<file path="src/hdl/mem_ctrl_pkg.sv">
// Clear sequencer definitions

package mem_ctrl_pkg;

    // done lasts one cycle and is where busy has already dropped
    typedef enum logic [1:0] {
        IDLE  = 2'd0, // user owns the port
        SWEEP = 2'd1, // zero fill in progress
        DONE  = 2'd2
    } seq_state_e;

    // every bit of the array is set to this during a clear
    parameter logic FILL_WORD_BIT = 1'b0;

endpackage

</file>
<file path="src/hdl/mem_geom_pkg.sv">
// Memory geometry defaults

package mem_geom_pkg;

    // total data width of one memory word
    parameter int WIDTH_DEF = 32;

    // number of words in the array
    parameter int ELS_DEF = 16;

    parameter int SUBBANKS_DEF = 2; // width subbanks sharing one address

    // one write mask bit covers this many data bits
    parameter int BYTE_W = 8;

endpackage

</file>
<file path="src/hdl/sram_port_if.sv">
// SRAM access port

`timescale 1ns/1ns

interface sram_port_if import mem_geom_pkg::*; #(
    parameter int width_p       = WIDTH_DEF,
    parameter int els_p         = ELS_DEF,
    parameter int num_subbank_p = SUBBANKS_DEF
) ();

    localparam int sub_w_lp  = width_p / num_subbank_p;
    localparam int mask_w_lp = sub_w_lp / BYTE_W;
    localparam int addr_w_lp = (els_p > 1) ? $clog2(els_p) : 1;

    logic [num_subbank_p-1:0]                v;      // one valid per subbank
    logic                                    w;      // write when set, read otherwise
    logic [addr_w_lp-1:0]                    addr;   // shared by every subbank
    logic [num_subbank_p-1:0][sub_w_lp-1:0]  data;
    logic [num_subbank_p-1:0][mask_w_lp-1:0] w_mask; // byte enables within each subbank
    logic [num_subbank_p-1:0][sub_w_lp-1:0]  rdata;

    // the sequencer side issues accesses
    modport host (output v, w, addr, data, w_mask, input rdata);

    // the memory side answers them
    modport bank (input v, w, addr, data, w_mask, output rdata);

endinterface
</file>
<file path="src/hdl/addr_counter.sv">
// Sweep address counter

`timescale 1ns/1ns

module addr_counter #(
    parameter int els_p = 16
) (
    input  logic                                       clk_i,
    input  logic                                       arst_n_i,
    input  logic                                       clr_i,   // back to address zero
    input  logic                                       en_i,    // step to the next address
    output logic [((els_p > 1) ? $clog2(els_p) : 1)-1:0] count_o,
    output logic                                       last_o
);

    localparam int addr_w_lp = (els_p > 1) ? $clog2(els_p) : 1;
    localparam logic [addr_w_lp-1:0] last_lp = addr_w_lp'(els_p - 1);

    always_ff @(posedge clk_i or negedge arst_n_i) begin
        if (!arst_n_i) begin
            count_o <= '0;
        end else if (clr_i) begin
            count_o <= '0; // clear wins over enable
        end else if (en_i) begin
            count_o <= count_o + 1'b1;
        end
    end

    assign last_o = (count_o == last_lp); // top of the array

    // the owner must stop stepping at the last address instead of wrapping
    a_no_wrap: assert property (@(posedge clk_i) disable iff (!arst_n_i)
        !(en_i && last_o && !clr_i));

endmodule

</file>
<file path="src/hdl/byte_mask_bank.sv">
// Byte masked storage array

`timescale 1ns/1ns

module byte_mask_bank import mem_geom_pkg::*; #(
    parameter int width_p = WIDTH_DEF,
    parameter int els_p   = ELS_DEF
) (
    input  logic                                         clk_i,
    input  logic                                         v_i,
    input  logic                                         w_i,
    input  logic [((els_p > 1) ? $clog2(els_p) : 1)-1:0] addr_i,
    input  logic [width_p-1:0]                           data_i,
    input  logic [width_p/BYTE_W-1:0]                    w_mask_i, // one bit per byte
    output logic [width_p-1:0]                           data_o
);

    localparam int bytes_lp = width_p / BYTE_W;

    logic [width_p-1:0] mem_r [els_p]; // contents only change by write or sweep

    // write side updates only the enabled bytes
    always_ff @(posedge clk_i) begin
        if (v_i && w_i) begin
            for (int b = 0; b < bytes_lp; b++) begin
                if (w_mask_i[b]) begin
                    mem_r[addr_i][b*BYTE_W +: BYTE_W] <= data_i[b*BYTE_W +: BYTE_W];
                end
            end
        end
    end

    // read word lands one edge after the request
    always_ff @(posedge clk_i) begin
        if (v_i && !w_i) begin
            data_o <= mem_r[addr_i];
        end
    end

    // both the user path and the sweep counter have to stay inside the array
    a_addr_in_range: assert property (@(posedge clk_i)
        v_i |-> (addr_i < els_p));

endmodule

</file>
<file path="src/hdl/clear_sequencer.sv">
// Clear sequencer and access mux

`timescale 1ns/1ns

module clear_sequencer import mem_geom_pkg::*, mem_ctrl_pkg::*; #(
    parameter int width_p       = WIDTH_DEF,
    parameter int els_p         = ELS_DEF,
    parameter int num_subbank_p = SUBBANKS_DEF
) (
    input  logic                                 clk_i,
    input  logic                                 arst_n_i,
    input  logic                                 clear_i,
    input  logic [num_subbank_p-1:0]             v_i,
    input  logic                                 w_i,
    input  logic [((els_p > 1) ? $clog2(els_p) : 1)-1:0] addr_i,
    input  logic [num_subbank_p-1:0][width_p/num_subbank_p-1:0] data_i,
    input  logic [num_subbank_p-1:0][width_p/num_subbank_p/BYTE_W-1:0] w_mask_i,
    output logic                                 busy_o,
    sram_port_if.host                            mem
);

    localparam int addr_w_lp = (els_p > 1) ? $clog2(els_p) : 1;

    seq_state_e           state_r;
    logic                 busy_r;   // registered busy flag, high for the whole sweep
    logic [addr_w_lp-1:0] sweep_addr;
    logic                 sweep_last;
    logic                 sweeping;

    assign sweeping = (state_r == SWEEP);

    always_ff @(posedge clk_i or negedge arst_n_i) begin
        if (!arst_n_i) begin
            state_r <= IDLE;
            busy_r  <= 1'b0;
        end else begin
            case (state_r)
                IDLE: if (clear_i) begin
                    state_r <= SWEEP; // busy rises right after the sampling edge
                    busy_r  <= 1'b1;
                end
                SWEEP: if (sweep_last) begin
                    state_r <= DONE;  // this edge writes the last address
                    busy_r  <= 1'b0;
                end
                default: state_r <= IDLE; // clear requests are not taken in done
            endcase
        end
    end

    // counter sits at zero outside the sweep and parks on the last address
    addr_counter #(.els_p(els_p)) u_addr_cnt (
        .clk_i    (clk_i),
        .arst_n_i (arst_n_i),
        .clr_i    (!sweeping),
        .en_i     (sweeping && !sweep_last),
        .count_o  (sweep_addr),
        .last_o   (sweep_last)
    );

    always_comb begin
        if (sweeping) begin
            mem.v      = '1; // every subbank and every byte takes the fill word
            mem.w      = 1'b1;
            mem.addr   = sweep_addr;
            mem.data   = {width_p{FILL_WORD_BIT}};
            mem.w_mask = '1;
        end else begin
            mem.v      = v_i; // user access goes straight through
            mem.w      = w_i;
            mem.addr   = addr_i;
            mem.data   = data_i;
            mem.w_mask = w_mask_i;
        end
    end

    assign busy_o = busy_r;

    a_idle_not_busy: assert property (@(posedge clk_i) disable iff (!arst_n_i)
        (state_r == IDLE) |-> !busy_o);

endmodule

</file>
<file path="src/hdl/mem_1rw_sync_subbanked.sv">
// Width subbanked single port memory

`timescale 1ns/1ns

module mem_1rw_sync_subbanked import mem_geom_pkg::*; #(
    parameter int width_p           = WIDTH_DEF,
    parameter int els_p             = ELS_DEF,
    parameter int num_subbank_p     = SUBBANKS_DEF,
    parameter int latch_last_read_p = 0
) (
    input  logic     clk_i,
    input  logic     arst_n_i,
    sram_port_if.bank mem
);

    localparam int sub_w_lp  = width_p / num_subbank_p;
    localparam int mask_w_lp = sub_w_lp / BYTE_W;

    logic [num_subbank_p-1:0][mask_w_lp-1:0] w_mask_lo; // masks gated by subbank valid
    logic [num_subbank_p-1:0][sub_w_lp-1:0]  data_lo;   // raw bank output

    for (genvar i = 0; i < num_subbank_p; i++) begin : g_mask
        if (num_subbank_p == 1) begin : g_full
            assign w_mask_lo[i] = '1; // one subbank means whole word writes
        end else begin : g_gated
            assign w_mask_lo[i] = mem.w_mask[i] & {mask_w_lp{mem.v[i]}};
        end
    end

    byte_mask_bank #(.width_p(width_p), .els_p(els_p)) u_bank (
        .clk_i    (clk_i),
        .v_i      (|mem.v),  // any subbank valid makes an access
        .w_i      (mem.w),
        .addr_i   (mem.addr),
        .data_i   (mem.data),
        .w_mask_i (w_mask_lo),
        .data_o   (data_lo)
    );

    if (latch_last_read_p != 0) begin : g_llr
        logic [num_subbank_p-1:0] read_en;
        for (genvar i = 0; i < num_subbank_p; i++) begin : g_sub
            assign read_en[i] = mem.v[i] & ~mem.w; // only a read of this subbank refreshes it
            read_latch #(.sub_width_p(sub_w_lp)) u_latch (
                .clk_i    (clk_i),
                .arst_n_i (arst_n_i),
                .read_i   (read_en[i]),
                .data_i   (data_lo[i]),
                .data_o   (mem.rdata[i])
            );
        end
    end else begin : g_no_llr
        assign mem.rdata = data_lo; // output is only meaningful right after a read
    end

    if (num_subbank_p == 0) $error("num_subbank_p must not be zero");
    if ((width_p & (width_p - 1)) != 0) $error("width_p must be a power of two");
    if ((els_p & (els_p - 1)) != 0) $error("els_p must be a power of two");
    if ((sub_w_lp % BYTE_W) != 0) $error("subbank width must be a multiple of 8");

endmodule

</file>
<file path="src/hdl/mem_subsystem_top.sv">
// Scratch memory subsystem

`timescale 1ns/1ns

module mem_subsystem_top import mem_geom_pkg::*; #(
    parameter int width_p           = WIDTH_DEF,
    parameter int els_p             = ELS_DEF,
    parameter int num_subbank_p     = SUBBANKS_DEF,
    parameter int latch_last_read_p = 1
) (
    input  logic                                         clk_i,
    input  logic                                         arst_n_i,
    input  logic                                         clear_i,  // starts a zero fill
    input  logic [num_subbank_p-1:0]                     v_i,
    input  logic                                         w_i,
    input  logic [((els_p > 1) ? $clog2(els_p) : 1)-1:0] addr_i,
    input  logic [num_subbank_p-1:0][width_p/num_subbank_p-1:0] data_i,
    input  logic [num_subbank_p-1:0][width_p/num_subbank_p/BYTE_W-1:0] w_mask_i,
    output logic [num_subbank_p-1:0][width_p/num_subbank_p-1:0] data_o,
    output logic                                         busy_o    // user access dropped while high
);

    // single access path between the sequencer and the memory
    sram_port_if #(
        .width_p(width_p), .els_p(els_p), .num_subbank_p(num_subbank_p)
    ) mem_bus ();

    clear_sequencer #(
        .width_p(width_p), .els_p(els_p), .num_subbank_p(num_subbank_p)
    ) u_seq (
        .clk_i    (clk_i),
        .arst_n_i (arst_n_i),
        .clear_i  (clear_i),
        .v_i      (v_i),
        .w_i      (w_i),
        .addr_i   (addr_i),
        .data_i   (data_i),
        .w_mask_i (w_mask_i),
        .busy_o   (busy_o),
        .mem      (mem_bus.host)
    );

    mem_1rw_sync_subbanked #(
        .width_p(width_p), .els_p(els_p), .num_subbank_p(num_subbank_p),
        .latch_last_read_p(latch_last_read_p)
    ) u_mem (
        .clk_i    (clk_i),
        .arst_n_i (arst_n_i),
        .mem      (mem_bus.bank)
    );

    assign data_o = mem_bus.rdata; // read data skips the sequencer

endmodule

</file>
<file path="src/hdl/read_latch.sv">
// Last read hold with bypass

`timescale 1ns/1ns

module read_latch #(
    parameter int sub_width_p = 16
) (
    input  logic                   clk_i,
    input  logic                   arst_n_i,
    input  logic                   read_i,  // read issued in this cycle
    input  logic [sub_width_p-1:0] data_i,  // registered bank output
    output logic [sub_width_p-1:0] data_o
);

    logic                   read_r; // high in the cycle the bank output is fresh
    logic [sub_width_p-1:0] hold_r;

    always_ff @(posedge clk_i or negedge arst_n_i) begin
        if (!arst_n_i) begin
            read_r <= 1'b0;
        end else begin
            read_r <= read_i;
        end
    end

    // keep a copy of the fresh word for the cycles that follow
    always_ff @(posedge clk_i) begin
        if (read_r) begin
            hold_r <= data_i;
        end
    end

    // fresh data goes out without an extra cycle of delay
    assign data_o = read_r ? data_i : hold_r;

endmodule

</file>
<file path="config.mk">
export PLATFORM = sky130hd
export DESIGN_NAME = mem_subsystem_top
export DESIGN_NICKNAME = d
export VERILOG_FILES = /design/src/hdl/mem_ctrl_pkg.sv /design/src/hdl/mem_geom_pkg.sv /design/src/hdl/sram_port_if.sv /design/src/hdl/addr_counter.sv /design/src/hdl/byte_mask_bank.sv /design/src/hdl/clear_sequencer.sv /design/src/hdl/mem_1rw_sync_subbanked.sv /design/src/hdl/mem_subsystem_top.sv /design/src/hdl/read_latch.sv
export SDC_FILE = /design/constraint.sdc
export NUM_CORES = 1
export LEC_CHECK = 0
export ABC_AREA = 1
export BUFFER_PORTS_ARGS = -buffer_cell sky130_fd_sc_hd__buf_2
export CAP_MARGIN = 10
export CORE_UTILIZATION = 60
export DETAILED_ROUTE_END_ITERATION = 10
export GPL_TIMING_DRIVEN = 0
export PLACE_DENSITY_LB_ADDON = 0.08
export SYNTH_ARGS = -nofsm -noshare
export SYNTH_HDL_FRONTEND = slang
export SYNTH_HIERARCHICAL = 1
export SYNTH_SLANG_ARGS = --single-unit
export TNS_END_PERCENT = 10
</file>
<file path="constraint.sdc">
create_clock -name clk_i -period 3.05 [get_ports clk_i]
set_input_delay 0.61 -clock clk_i [delete_from_list [all_inputs] [get_ports clk_i]]
set_output_delay 0.61 -clock clk_i [all_outputs]
set_load 0.1 [all_outputs]
</file>
==> out/results.ini <==
[global_routing]
grt_pass1_vias=16300
grt_first_pass_wirelength_mm=93.8
antenna_found_initial=0
grt_max_degree=18
grt_util_all_layers_pct=30.9
grt-ovfl-total=0

[synth]
syn_area_per_cell_um2=10.0
synth.distinct_cells=26
synth_edf_count=544
synth_largest_area_cell=edfxtp_1
synthTopCellsByArea=edfxtp_1 (66%), nand2_1 (23%), dfxtp_1 (2.6%)
ys_seq_area_share_pct=69.7
yosys_register_bits=585
syn_inst=2464
ys.flop_type=edfxtp_1
async_reset_ff_share_pct=1.54
synth_top_area_share_pct=66.2
ys_warn_count=6
syn_nets=2511
netlist_area_um2=24700

[drt]
met3_length_mm=5.60
drc=0
avgViaCountPerCell=5.34
postRouteAntennaNets=0
wl_met2_mm=29.3
wl_per_cell_um=19.7
dr.first_iter.drc_count=1633
vias=17000
top_layer=met4
dr.pass1.iters=5
wl_mm=62.8
wirelength_met1_mm=25.6

[cts]
cts_sinks=585
cts_buffers=56
cts_root_buf=clkbuf_16
clkLatencyLatePin_ns=0.59
cts_tree=done
cts_buffer_depth=3
cts.clk_slew.worst_paths_ns=0.06
h-tree-depth=2

[setup_path]
path_depth=12
rrSetupSlack_ns=-0.17
max_stage_delay_ns=0.42
crit_arrival_ns=3.49
path_cells=inv_2, nor2_4, buf_6, nand2_1, nand2_1, buf_2, clkbuf_4, buf_4, nand2_1, inv_1, nand2_1, nor2_4
path_common_cell=nand2_1
end_kind=flop
cp_max_fo=10
crit_buf_inv=6
reg2regPathDepth=12
crit_required_ns=3.32
crit_type=flop to flop
start_kind=flop
crit_slowest_cell=nand2_1
crit_family=simple AND/OR/NAND/NOR gates

[timing]
period_share_pct=106
hold_viol_final=0
worstMarginPinSlew_ns=1.21
holdWs_ns=0.278
rsz0062_at_grt=yes
finalMaxSlewViolations=0
fin_crit_ns=3.22
slew_headroom_pct=19.2
setup_slack_ns=-0.169
finalSetupViolations=96
skew_ns=0.0128
fmax_ghz=0.311

[cells_and_area]
final_nets=2664
final_cell_mix=nand2_1 (1494), edfxtp_1 (544), buf_2 (129)
layout_commonest_cell=nand2_1
drive_gt1_share_pct=14.3
diodes=0
areaGrowthSynthToFinish_pct=14.7

[floorplan]
num_rows=73
coreArea_um2=40100
dieArea_um2=41900
ios=79
start_util_pct=61.5
die_h_um=205
chipWidth_um=205

[placed_design]
dp_hpwl_mm=42.0
portBuffers=78
place_congestion=0.867
dpl_worst_slack_ns=-0.502

[worst_hold_path]
holdPathStages=3
hold_path.class=input port to flop

[run]
maxCapViolCount=0

[outcome]
status=finished with violations
violations=negative setup slack

## sequential cells by signal (all words and copies together) (netlist names)
register                          cells
u_seq/busy_o                          1
u_mem/u_bank/data_o                  32
u_mem/u_bank/mem_r                  512
u_mem/g_llr.g_sub.u_latch/read_r      2
u_mem/g_llr.g_sub.u_latch/hold_r     32
u_seq/u_addr_cnt/count_o              4
u_seq/state_r                         2
## worst reg2reg max path, delay by kind of cell (launching register included)
kind / cells / cell delay (ns)
flops: 1 / 0.39
simple gates: 6 / 1.25
buf+inv: 6 / 1.24
## logic make-up after synthesis
group           count (synthesis)  synth area share (%)
compound gates                  5                 0.112
simple gates                 1642                  25.3
flops                         585                  69.7
buf+inv                       231                  4.75
fa+ha+maj                       1                0.0507
## path summary, 6_finish.rpt
path / from / endpoint
setup / recovery: u_seq/state_r[0]$_DFFE_PN0P_ / u_mem/u_bank/mem_r[11][31]$_DFFE_PP_
hold / removal: clear_i / u_seq/busy_o$_DFFE_PN0P_
setup reg to reg: u_seq/state_r[0]$_DFFE_PN0P_ / u_mem/u_bank/mem_r[11][31]$_DFFE_PP_
hold reg to reg: u_mem/g_llr.g_sub[1].u_latch/hold_r[7]$_DFF_P_ / u_mem/g_llr.g_sub[1].u_latch/hold_r[7]$_DFF_P_
max in group asynchronous: arst_n_i / u_seq/state_r[0]$_DFFE_PN0P_
min in group asynchronous: arst_n_i / u_seq/u_addr_cnt/count_o[0]$_DFFE_PN0P_
## per-stage QoR
step                setup TNS (ns)  std cells  utilization, %  instance area (um2)
floorplan                        0       2464               -                24700
global placement           -147.48       3067            64.1                25700
detailed placement         -138.35       3070            64.3                25800
CTS                         -21.49       3177            69.7                27900
global route                -18.22       3188            70.6                28300
finish                      -10.38       3188            70.6                28300
## area by class of cell
class	count	area [um2]
Multi-Input combinational cell	1648	6820
Clock inverter	15	198
Fill cell	2916	11800
Sequential cell	585	17200
Tap cell	525	657
Buffer	111	717
Clock buffer	89	1600
Inverter	119	463
Timing Repair Buffer	96	651
## cells in the mapped netlist, types with 3 or more instances
cell and number:
nand2_1 1505, edfxtp_1 544, inv_1 111, nor2_1 102, buf_2 52, buf_4 36
dfxtp_1 32, clkbuf_1 13, nand2_2 10, dfrtp_1 9, buf_6 8, nand3_1 8
nor2_2 8, inv_2 4, or2_1 4, a21oi_1 3, or2_2 3
## timing repair
action / 4_1_cts / 5_1_grt
resized for setup: 96 / 56
pin swaps: 2 / 6
setup endpoints to repair: 512 / 485
hold endpoints to repair: 9 / 0
hold buffers: 1 / 0
setup buffers: 2 / 3
## per-layer routing
metal  global-route usage [%]  up-vias
met5                        0        -
met4                     13.3        0
met3                     5.11      129
met2                     47.5      814
met1                     43.8     7946
li1                         -     8137
Power is not shown: default switching activity piles up to over one toggle a cycle in this logic, so the estimate is an artifact.
